### src/fetch_buffer_defs.svh
`ifndef FETCH_BUFFER_DEFS_SVH
`define FETCH_BUFFER_DEFS_SVH

// =====================================
// fetch buffer geometry
// =====================================

// one cache line as returned by the read channel
`define FB_LINE_BITS 128

// line entries held in the FIFO
// must stay a power of two for the wrap-bit pointers
`define FB_DEPTH 4

// =====================================
// boot state
// =====================================

// first instruction address after reset
`define FB_RESET_PC 32'h8000_0000

`endif

### src/fetch_pkg.sv
`default_nettype none

`include "fetch_buffer_defs.svh"

package fetch_pkg;

  // =====================================
  // fetch address
  // =====================================

  // line number of a 16-byte cache line
  typedef logic [27:0] line_tag_t;

  // field view of a fetch address
  typedef struct packed {
    line_tag_t  tag;
    logic [1:0] word;
    logic [1:0] byte_off;
  } fetch_fields_t;

  // same word seen raw or split into line fields
  typedef union packed {
    logic [31:0]   raw;
    fetch_fields_t f;
  } fetch_addr_u;

  // =====================================
  // cache read channels
  // =====================================

  // address channel, addr is always line aligned
  typedef struct packed {
    logic        valid;
    logic [31:0] addr;
  } ar_req_t;

  // read data channel, one full line per beat
  typedef struct packed {
    logic                     valid;
    logic [`FB_LINE_BITS-1:0] data;
  } r_rsp_t;

  // commands from the controller to the FIFO and the tag tracker
  typedef struct packed {
    logic push;
    logic pop;
    logic flush;
  } fifo_ctrl_t;

endpackage

`default_nettype wire

### src/fetch_ctrl.sv
`timescale 1ns/1ps
`default_nettype none

module fetch_ctrl
  import fetch_pkg::*;
(
  input  wire        clk,
  input  wire        rst_n,
  input  wire        jmp_flush_i,
  input  wire        ar_ready_i,
  input  wire        r_valid_i,
  input  wire        head_hit_i,
  input  wire        pc_miss_i,
  input  wire        full_i,
  input  wire        empty_i,
  output logic       ar_valid_o,
  output logic       r_ready_o,
  output fifo_ctrl_t fifo_ctrl_o,
  output logic       resp_live_o
);

  typedef enum logic {
    S_IDLE = 1'b0,
    S_WAIT = 1'b1
  } state_e;

  state_e state_q;
  state_e state_d;
  logic   run_q;
  logic   stale_q;
  logic   ar_fire;
  logic   r_fire;

  // =====================================
  // read channel handshakes
  // =====================================

  // held off for one cycle after reset via run_q
  assign ar_valid_o = run_q && (state_q == S_IDLE) && !full_i && !jmp_flush_i;

  // ready comes straight from the state flop
  assign r_ready_o = (state_q == S_WAIT);

  assign ar_fire = ar_valid_o && ar_ready_i;
  assign r_fire  = r_valid_i && r_ready_o;

  always_comb begin
    state_d = state_q;
    case (state_q)
      S_IDLE: begin
        if (ar_fire) begin
          state_d = S_WAIT;
        end
      end
      S_WAIT: begin
        if (r_fire) begin
          state_d = S_IDLE;
        end
      end
      default: begin
        state_d = S_IDLE;
      end
    endcase
  end

  always_ff @(posedge clk) begin
    if (rst_n) begin
      state_q <= S_IDLE;
      run_q   <= 1'b0;
    end else begin
      state_q <= state_d;
      run_q   <= 1'b1;
    end
  end

  // =====================================
  // stale response tracking
  // =====================================

  // a flush while a line is in flight orphans that line
  // an address transfer never coincides with a flush, the request is withdrawn
  always_ff @(posedge clk) begin
    if (rst_n) begin
      stale_q <= 1'b0;
    end else if (r_fire) begin
      stale_q <= 1'b0;
    end else if (jmp_flush_i && (state_q == S_WAIT)) begin
      stale_q <= 1'b1;
    end
  end

  // =====================================
  // FIFO commands
  // =====================================

  // a response in the flush cycle is dropped as well
  assign fifo_ctrl_o.push  = r_fire && !stale_q && !jmp_flush_i;
  assign fifo_ctrl_o.pop   = !empty_i && pc_miss_i && !jmp_flush_i;
  assign fifo_ctrl_o.flush = jmp_flush_i;

  // response belongs to the current stream and to the pc line
  assign resp_live_o = !stale_q && !jmp_flush_i && head_hit_i;

  a_no_ar_in_wait: assert property (@(posedge clk) disable iff (rst_n)
    (state_q == S_WAIT) |-> !ar_valid_o)
    else $error("address request raised while a read is outstanding");

  // occupancy plus the single in-flight line never exceeds the depth
  a_no_push_full: assert property (@(posedge clk) disable iff (rst_n)
    fifo_ctrl_o.push |-> !full_i)
    else $error("line pushed into a full FIFO");

endmodule

`default_nettype wire

### src/line_tag_tracker.sv
`timescale 1ns/1ps
`default_nettype none

`include "fetch_buffer_defs.svh"

module line_tag_tracker
  import fetch_pkg::*;
(
  input  wire         clk,
  input  wire         rst_n,
  input  fetch_addr_u pc_i,
  input  wire         ar_fire_i,
  input  fifo_ctrl_t  fifo_ctrl_i,
  output logic [31:0] ar_addr_o,
  output logic        head_hit_o,
  output logic        pc_miss_o,
  output line_tag_t   head_tag_o
);

  localparam fetch_addr_u RESET_ADDR = `FB_RESET_PC;

  line_tag_t   head_tag_q;
  line_tag_t   req_tag_q;
  fetch_addr_u req_addr;

  // =====================================
  // tag registers
  // =====================================

  // head tag follows pops, request tag follows address transfers
  always_ff @(posedge clk) begin
    if (rst_n) begin
      head_tag_q <= RESET_ADDR.f.tag;
      req_tag_q  <= RESET_ADDR.f.tag;
    end else if (fifo_ctrl_i.flush) begin
      head_tag_q <= pc_i.f.tag;
      req_tag_q  <= pc_i.f.tag;
    end else begin
      if (fifo_ctrl_i.pop) begin
        head_tag_q <= head_tag_q + line_tag_t'(1);
      end
      if (ar_fire_i) begin
        req_tag_q <= req_tag_q + line_tag_t'(1);
      end
    end
  end

  // =====================================
  // pc compare and request address
  // =====================================

  assign head_hit_o = (head_tag_q == pc_i.f.tag);
  assign pc_miss_o  = !head_hit_o;
  assign head_tag_o = head_tag_q;

  // line aligned, low fields forced to zero
  always_comb begin
    req_addr.f.tag      = req_tag_q;
    req_addr.f.word     = 2'd0;
    req_addr.f.byte_off = 2'd0;
  end

  assign ar_addr_o = req_addr.raw;

  // lines requested ahead of the head are bounded by the FIFO depth
  a_req_window: assert property (@(posedge clk) disable iff (rst_n)
    line_tag_t'(req_tag_q - head_tag_q) <= line_tag_t'(`FB_DEPTH))
    else $error("request tag ran more than a FIFO ahead of the head");

endmodule

`default_nettype wire

### src/line_fifo.sv
`timescale 1ns/1ps
`default_nettype none

`include "fetch_buffer_defs.svh"

module line_fifo
  import fetch_pkg::*;
(
  input  wire                     clk,
  input  wire                     rst_n,
  input  fifo_ctrl_t              fifo_ctrl_i,
  input  wire [`FB_LINE_BITS-1:0] wdata_i,
  input  wire                     resp_live_i,
  input  wire                     r_fire_i,
  input  wire                     resp_tag_match_i,
  input  wire                     head_hit_i,
  input  wire [1:0]               word_idx_i,
  output logic                    full_o,
  output logic                    empty_o,
  output logic                    inst_valid_o,
  output logic [31:0]             inst_o
);

  localparam int PTR_W     = $clog2(`FB_DEPTH);
  localparam int WORD_BITS = 32;

  logic [`FB_LINE_BITS-1:0] mem [`FB_DEPTH];
  logic [PTR_W:0]           wr_ptr_q;
  logic [PTR_W:0]           rd_ptr_q;
  logic [`FB_LINE_BITS-1:0] src_line;
  logic                     bypass;

  // =====================================
  // line storage
  // =====================================

  always_ff @(posedge clk) begin
    if (fifo_ctrl_i.push) begin
      mem[wr_ptr_q[PTR_W-1:0]] <= wdata_i;
    end
  end

  // extra msb tells full from empty
  always_ff @(posedge clk) begin
    if (rst_n) begin
      wr_ptr_q <= '0;
    end else if (fifo_ctrl_i.push) begin
      wr_ptr_q <= wr_ptr_q + 1'b1;
    end
  end

  // flush drops every stored line at once
  always_ff @(posedge clk) begin
    if (rst_n) begin
      rd_ptr_q <= '0;
    end else if (fifo_ctrl_i.flush) begin
      rd_ptr_q <= wr_ptr_q;
    end else if (fifo_ctrl_i.pop) begin
      rd_ptr_q <= rd_ptr_q + 1'b1;
    end
  end

  assign empty_o = (wr_ptr_q == rd_ptr_q);
  assign full_o  = (wr_ptr_q[PTR_W] != rd_ptr_q[PTR_W]) &&
                   (wr_ptr_q[PTR_W-1:0] == rd_ptr_q[PTR_W-1:0]);

  // =====================================
  // instruction output
  // =====================================

  // empty FIFO forwards the response as it lands
  assign bypass = empty_o && r_fire_i && resp_live_i && resp_tag_match_i;

  assign src_line = empty_o ? wdata_i : mem[rd_ptr_q[PTR_W-1:0]];

  assign inst_valid_o = (!empty_o && head_hit_i) || bypass;
  assign inst_o       = src_line[word_idx_i * WORD_BITS +: WORD_BITS];

  a_no_pop_empty: assert property (@(posedge clk) disable iff (rst_n)
    fifo_ctrl_i.pop |-> !empty_o)
    else $error("pop issued on an empty FIFO");

endmodule

`default_nettype wire

### src/fetch_buffer_top.sv
`timescale 1ns/1ps
`default_nettype none

module fetch_buffer_top
  import fetch_pkg::*;
(
  input  wire         clk,
  input  wire         rst_n,
  input  fetch_addr_u pc_i,
  input  wire         jmp_flush_i,
  output ar_req_t     ar_o,
  input  wire         ar_ready_i,
  input  r_rsp_t      r_i,
  output logic        r_ready_o,
  output logic        inst_valid_o,
  output logic [31:0] inst_o
);

  fifo_ctrl_t  fifo_ctrl;
  line_tag_t   head_tag;
  logic [31:0] ar_addr;
  logic        ar_valid;
  logic        ar_fire;
  logic        r_fire;
  logic        head_hit;
  logic        pc_miss;
  logic        full;
  logic        empty;
  logic        resp_live;
  logic        resp_tag_match;

  assign ar_o    = '{valid: ar_valid, addr: ar_addr};
  assign ar_fire = ar_valid && ar_ready_i;
  assign r_fire  = r_i.valid && r_ready_o;

  // with an empty FIFO the head tag names the line in flight
  assign resp_tag_match = (head_tag == pc_i.f.tag);

  fetch_ctrl fetch_ctrl_inst (
    .clk         (clk),
    .rst_n       (rst_n),
    .jmp_flush_i (jmp_flush_i),
    .ar_ready_i  (ar_ready_i),
    .r_valid_i   (r_i.valid),
    .head_hit_i  (head_hit),
    .pc_miss_i   (pc_miss),
    .full_i      (full),
    .empty_i     (empty),
    .ar_valid_o  (ar_valid),
    .r_ready_o   (r_ready_o),
    .fifo_ctrl_o (fifo_ctrl),
    .resp_live_o (resp_live)
  );

  line_tag_tracker line_tag_tracker_inst (
    .clk         (clk),
    .rst_n       (rst_n),
    .pc_i        (pc_i),
    .ar_fire_i   (ar_fire),
    .fifo_ctrl_i (fifo_ctrl),
    .ar_addr_o   (ar_addr),
    .head_hit_o  (head_hit),
    .pc_miss_o   (pc_miss),
    .head_tag_o  (head_tag)
  );

  line_fifo line_fifo_inst (
    .clk              (clk),
    .rst_n            (rst_n),
    .fifo_ctrl_i      (fifo_ctrl),
    .wdata_i          (r_i.data),
    .resp_live_i      (resp_live),
    .r_fire_i         (r_fire),
    .resp_tag_match_i (resp_tag_match),
    .head_hit_i       (head_hit),
    .word_idx_i       (pc_i.f.word),
    .full_o           (full),
    .empty_o          (empty),
    .inst_valid_o     (inst_valid_o),
    .inst_o           (inst_o)
  );

endmodule

`default_nettype wire

### config.mk
export PLATFORM = sky130hd
export DESIGN_NAME = fetch_buffer_top
export DESIGN_NICKNAME = d
export VERILOG_FILES = /design/src/fetch_pkg.sv /design/src/fetch_ctrl.sv /design/src/line_tag_tracker.sv /design/src/line_fifo.sv /design/src/fetch_buffer_top.sv
export VERILOG_INCLUDE_DIRS = /design/src
export SDC_FILE = /design/constraint.sdc
export NUM_CORES = 1
export LEC_CHECK = 0
export BUFFER_PORTS_ARGS = -buffer_cell sky130_fd_sc_hd__buf_2
export CAP_MARGIN = 15
export CORE_MARGIN = 1
export CORE_UTILIZATION = 64
export CTS_CLUSTER_DIAMETER = 200
export DETAILED_ROUTE_END_ITERATION = 10
export PLACE_DENSITY = 0.88
export SYNTH_ARGS = -nofsm -noshare
export SYNTH_HDL_FRONTEND = slang
export SYNTH_SLANG_ARGS = --single-unit
export TNS_END_PERCENT = 100
### constraint.sdc
create_clock -name clk -period 11.6 [get_ports clk]
set_input_delay 0.58 -clock clk [delete_from_list [all_inputs] [get_ports clk]]
set_output_delay 0.58 -clock clk [all_outputs]
set_load 0.01 [all_outputs]
==> Word-level counts from Yosys, hierarchy flattened <==
Memory sizes are Yosys's and may differ from the RTL's. A register that Yosys moved wholly into a read port is not among the register bits.
Index checks and enable logic that the tools add are counted.
{ "totals": {"regBits": 65, "ram_bits": 512, "in_bits": 165, "output_inout_bits": 67, "word_cells": 59, "n_memories": 1} }
{ "op_classes": {"addsub": 4, "eq_ne": 4, "shift": 1, "mux": 15, "bitwise": 1, "reduce_logical": 26} }
{ "mem_list": {"columns": ["memory", "depth", "word_bits", "rd", "rd_ports_with_merged_regs", "wr", "line", "rtl"], "rows": [
  ["line_fifo_inst.mem", 4, 128, 1, 1, 1, "line_fifo.sv:27", "logic [`FB_LINE_BITS-1:0] mem [`FB_DEPTH];"]
]} }
{ "ops": {"columns": ["op", "n"], "rows": [
  ["$mux 128", 1],
  ["$shiftx 128x8->32", 1],
  ["$mux 28", 4],
  ["$add 28x1->28 const B", 2],
  ["$eq 28x28->1", 1],
  ["$logic_and 1x1->1", 17],
  ["$add 3x1->3 const B", 2],
  ["$mux 3", 2],
  ["$logic_not 1->1", 5],
  ["$mux 1", 5],
  ["$mux 2", 2],
  ["$reduce_bool 2->1", 2],
  ["$eq 3x3->1", 1],
  ["$eq 2x2->1", 1],
  ["$pmux 1 s2", 1],
  ["$reduce_or 2->1", 1],
  ["$logic_or 1x1->1", 1],
  ["$ne 1x1->1", 1],
  ["$not 1->1", 1]
]} }

==> Longest topological paths before layout <==
{ "depth": {"word_depth": 8, "mapped_depth": 9} }

==> Hierarchy <==
From an unflattened synthesis, not the netlist that was laid out.
{ "unflattened": {"hier_cells": 1367, "area_unflattened_um2": 25030.3} }
{ "modules_own_cells": {"columns": ["module", "instances", "cells_each", "area_per_inst_um2", "seq_area_each_um2"], "rows": [
  ["line_fifo", 1, 912, 21210.3, 15534.9],
  ["line_tag_tracker", 1, 400, 3349.5, 1121.1],
  ["fetch_buffer_top", 1, 40, 327.8, 0.0],
  ["fetch_ctrl", 1, 15, 142.6, 60.1]
]} }

==> Worst setup path after synthesis <==
OpenSTA, ideal clock, no wires.
{ "synth_path": {"kind": "input port to flip-flop", "startpoint": "input r_i[128] (netlist bit)", "endpoint": "memory line_fifo_inst.mem[3][0] (netlist bit) (enable)", "setup_ns": 0.504, "arrival_ns": 4.120, "setup_slack_ns": 6.976, "cell_stages": 3, "path_buffers": 0, "path_cell_list": "nand2_1 -> nor3_1 -> and2_1"} }
{ "synth_between": {"elab_chain_len": 5} }
{ "synth_lines": {"columns": ["item", "line", "rtl"], "rows": [
  ["start: declaration", "fetch_buffer_top.sv:13", "input r_rsp_t r_i,"],
  ["$logic_and 1x1->1", "fetch_ctrl.sv:45", "assign r_fire = r_valid_i && r_ready_o;"],
  ["$logic_and 1x1->1 (2 in series)", "fetch_ctrl.sv:97", "assign fifo_ctrl_o.push = r_fire && !stale_q && !jmp_flush_i;"],
  ["$mux 1", "line_fifo.sv:38", "if (fifo_ctrl_i.push) begin"],
  ["$mux 1 (implied by the code)", "line_fifo.sv:39", "mem[wr_ptr_q[PTR_W-1:0]] <= wdata_i;"],
  ["end: declaration", "line_fifo.sv:27", null]
]} }
Every way passes these cells.

==> impl_metrics.toml <==
[final_layout]
final_cell_mix = "512 x edfxtp_1, 223 x buf_2, 192 x mux4_2, 65 x dfxtp_1, 56 x clkbuf_16"
seq_area_um2 = 16700
multi_input_area_um2 = 7350
instances_no_fill = 2091
fin_area_um2 = 27800
final_nets = 1699
final_layout_size_suffix_gt1_share_pct = 35.2
syn2layout_area_growth_pct = 13.8
fin_util_pct = 73.9
fillers = 2227
layout_commonest_cell = "edfxtp_1"

[worst_setup_path]
slowest_delay_ns = 1.02
critPathTopFamily = "multiplexers"
critPathLaunchType = "flop"
critPathKind = "reg -> out"
cp_common_cell = "mux4_2"
critical_path_buf_inv_count = 2
critPathSlowestCell = "dfxtp_4"
endpoint_kind = "primary output"
crit_chain = "buf_4 -> mux4_2 -> mux4_2 -> mux2_2 -> buf_2"
required_ns = 11.02
critPathMaxFanout = 66
worstPathArrival_ns = 3.96

[global_routing]
grt_pass1_vias = 14000
grt_max_degree = 93
grtUsageTotal_pct = 28.2
grt_pass1_wl_um = 81800
antenna_found_initial = 9
gr-total-overflow = 0

[pwr]
p_leak_nw = 9.18
vdd_drop_max_mv = 0.215
p_sw_uw = 980
p_int_mw = 3.46
power_density_nw_per_um2 = 160
p_clk_share_pct = 39.7
pwr-share-comb_pct = 8.2
power.total_mw = 4.44
seqPwrFrac_pct = 52.1
switching_share_pct = 22.1

[place]
detailedPlace.worstSlack_ns = 7.70
placed_cells = 1980
gp_congestion = 0.925
place_area_um2 = 26000
portBuffers = 225
dp_hpwl_um = 30200

[drt]
routed-wl-met2_um = 27100
ant_nets = 0
drtPass1Iterations = 7
remaining_drc_errors = 0
wl_per_cell_um = 25.4
top_layer_used = "met5"
first_iter_violations = 1089
wirelength_um = 53200
wl_met3_um = 4090
wirelength_met1_um = 20400
routed-via-count = 13600
vias_per_cell = 6.51

[die]
design.core.area_um2 = 37700
ios = 232
die_y_um = 197
die_area_um2 = 39000
start_util_pct = 64.9
fp-row-count = 71
die_w_um = 197

[timing]
finalWorstSetupSlack_ns = 7.06
drv_slew = 0
max_freq_ghz = 0.220
tightest_slew_ns = 1.10
finClkSkew_ns = 0.0370
slew_headroom_pct = 26.6
setup_violations = 0
fin_tns_setup_ns = 0
timing_hold_violations_final = 0
fin_crit_sh_pct = 39.1
grt_setup_unrepaired = "no"
period_minus_slack_ns = 4.54
holdWs_ns = 0.179

[logic_synthesis]
postSynthCellCount = 1304
synth_edf_count = 512
synth_area_leaders = "edfxtp_1 63%, mux4_2 18%, dfxtp_1 5.5%, mux2_2 1.5%, xor2_1 1.3%"
ys_warn_count = 0
yosysUniqueCellTypes = 64
ys_async_sr_fraction_pct = 0
syn_area_per_cell_um2 = 18.8
syn_area_um2 = 24500
ys_seq_area_share_pct = 68.4
synth-main-ff-cell = "edfxtp_1"
yosys_register_bits = 579
synth_area_leader_cell = "edfxtp_1"
synth_top_cell_area_share_pct = 62.9

[clock_network]
cts_root_buf = "clkbuf_16"
htree_levels = 2
cts_buffers = 56
cts_buffer_depth = 3
postCtsSetupBuffers = 0
post_cts_resized = 0
cts_hold_buffers = 0
worstSkewPairLatency_ns = 0.63
cts_num_sinks = 579
clk_pin_slew_ns = 0.06
tritoncts = "done"

[status]
outcome = "finished clean"

[hold_path]
hp-class = "in -> reg"

[flow_run]
maxCapViolCount = 0
[logic make-up (layout without fill, tap and decap cells)]
kind of cell | count (synthesis) | in the layout | synth area share [%]
DFF | 579 | 579 | 68.4
AOI/OAI and AO/OA | 123 | 123 | 3.69
xor gates and xnor gates | 48 | 48 | 1.75
muxes | 230 | 230 | 19.4
adders and majority gates | 7 | 7 | 0.358
buffers and inverters | 95 | 361 | 1.73
and+or+nand+nor | 221 | 221 | 4.70
other | 1 | 11 | 0.0153
[routing by layer]
metal | vias up | GRT usage [%]
met4 | 6 | 9.93
met2 | 640 | 47.0
met5 | - | 0
met3 | 122 | 4.88
li1 | 5885 | -
met1 | 6953 | 38.1
[registers in the layout, indices dropped and copies added (netlist names), named ones only]
signal	cells
fetch_ctrl_inst.stale_q	1
fetch_ctrl_inst.run_q	1
line_tag_tracker_inst.head_tag_o	28
line_fifo_inst.wr_ptr_q	3
line_tag_tracker_inst.req_tag_q	28
line_fifo_inst.mem	512
fetch_ctrl_inst.r_ready_o	1
line_fifo_inst.rd_ptr_q	3
[final cells by class]
class | instances | area share, %
Tap cell | 511 | 2.30
Sequential cell | 579 | 60.1
Clock inverter | 26 | 0.944
Timing Repair Buffer | 240 | 4.51
Antenna cell | 7 | 0.0630
Inverter | 17 | 0.229
Multi-Input combinational cell | 633 | 26.4
Clock buffer | 78 | 5.44
[cell usage after synthesis, drive strengths merged, types with 7 or more instances]
library cell and instances:
nor4 24, and3 21, a21oi 15, a211oi 15
xnor2 12, xor2 36, dfxtp 67, o21ai 18
nand4 17, nor3 15, a21boi 10, buf 41
nor2 36, inv 17, and2 7, clkbuf 37
o21a 12, nand2 49, nand3 27, ha 7
mux2 33, edfxtp 512, a31oi 14, mux4 192
[final timing paths]
kind	cells after the start	startpoint	slack, ns	end
worst max-delay path	5	flop	7.06	inst_o[9]
worst max register to register	7	line_fifo_inst.wr_ptr_q[0]$_SDFFE_PP0P_	8.37	line_tag_tracker_inst.head_tag_o[20]$_SDFFE_PP0N_
worst min register to register	2	line_tag_tracker_inst.req_tag_q[1]$_SDFFE_PP0P_	0.50	line_tag_tracker_inst.req_tag_q[1]$_SDFFE_PP0P_
worst min-delay path	1	r_i[11]	0.18	line_fifo_inst.mem[2][11]$_DFFE_PP_
[worst reg2reg max path, stage by stage, from the launching register on]
cell       delay [ns]
dfxtp_1          0.44
xor2_1           0.36
or3b_2           0.57
buf_4            0.59
nand3_1          0.35
a211oi_4         0.43
nor3_1           0.11
a2111oi_2        0.29
[power by group through the flow]
stage	Combinational, mW	Sequential, mW	Clock, mW
2_1_floorplan	0.236	2.35	0
3_3_place_gp	0.345	2.36	0
3_5_place_dp	0.358	2.36	0
4_1_cts	0.364	2.32	1.79
5_1_grt	0.389	2.32	1.86
6_report	0.364	2.32	1.76
Power figures use the tool's default switching activity.
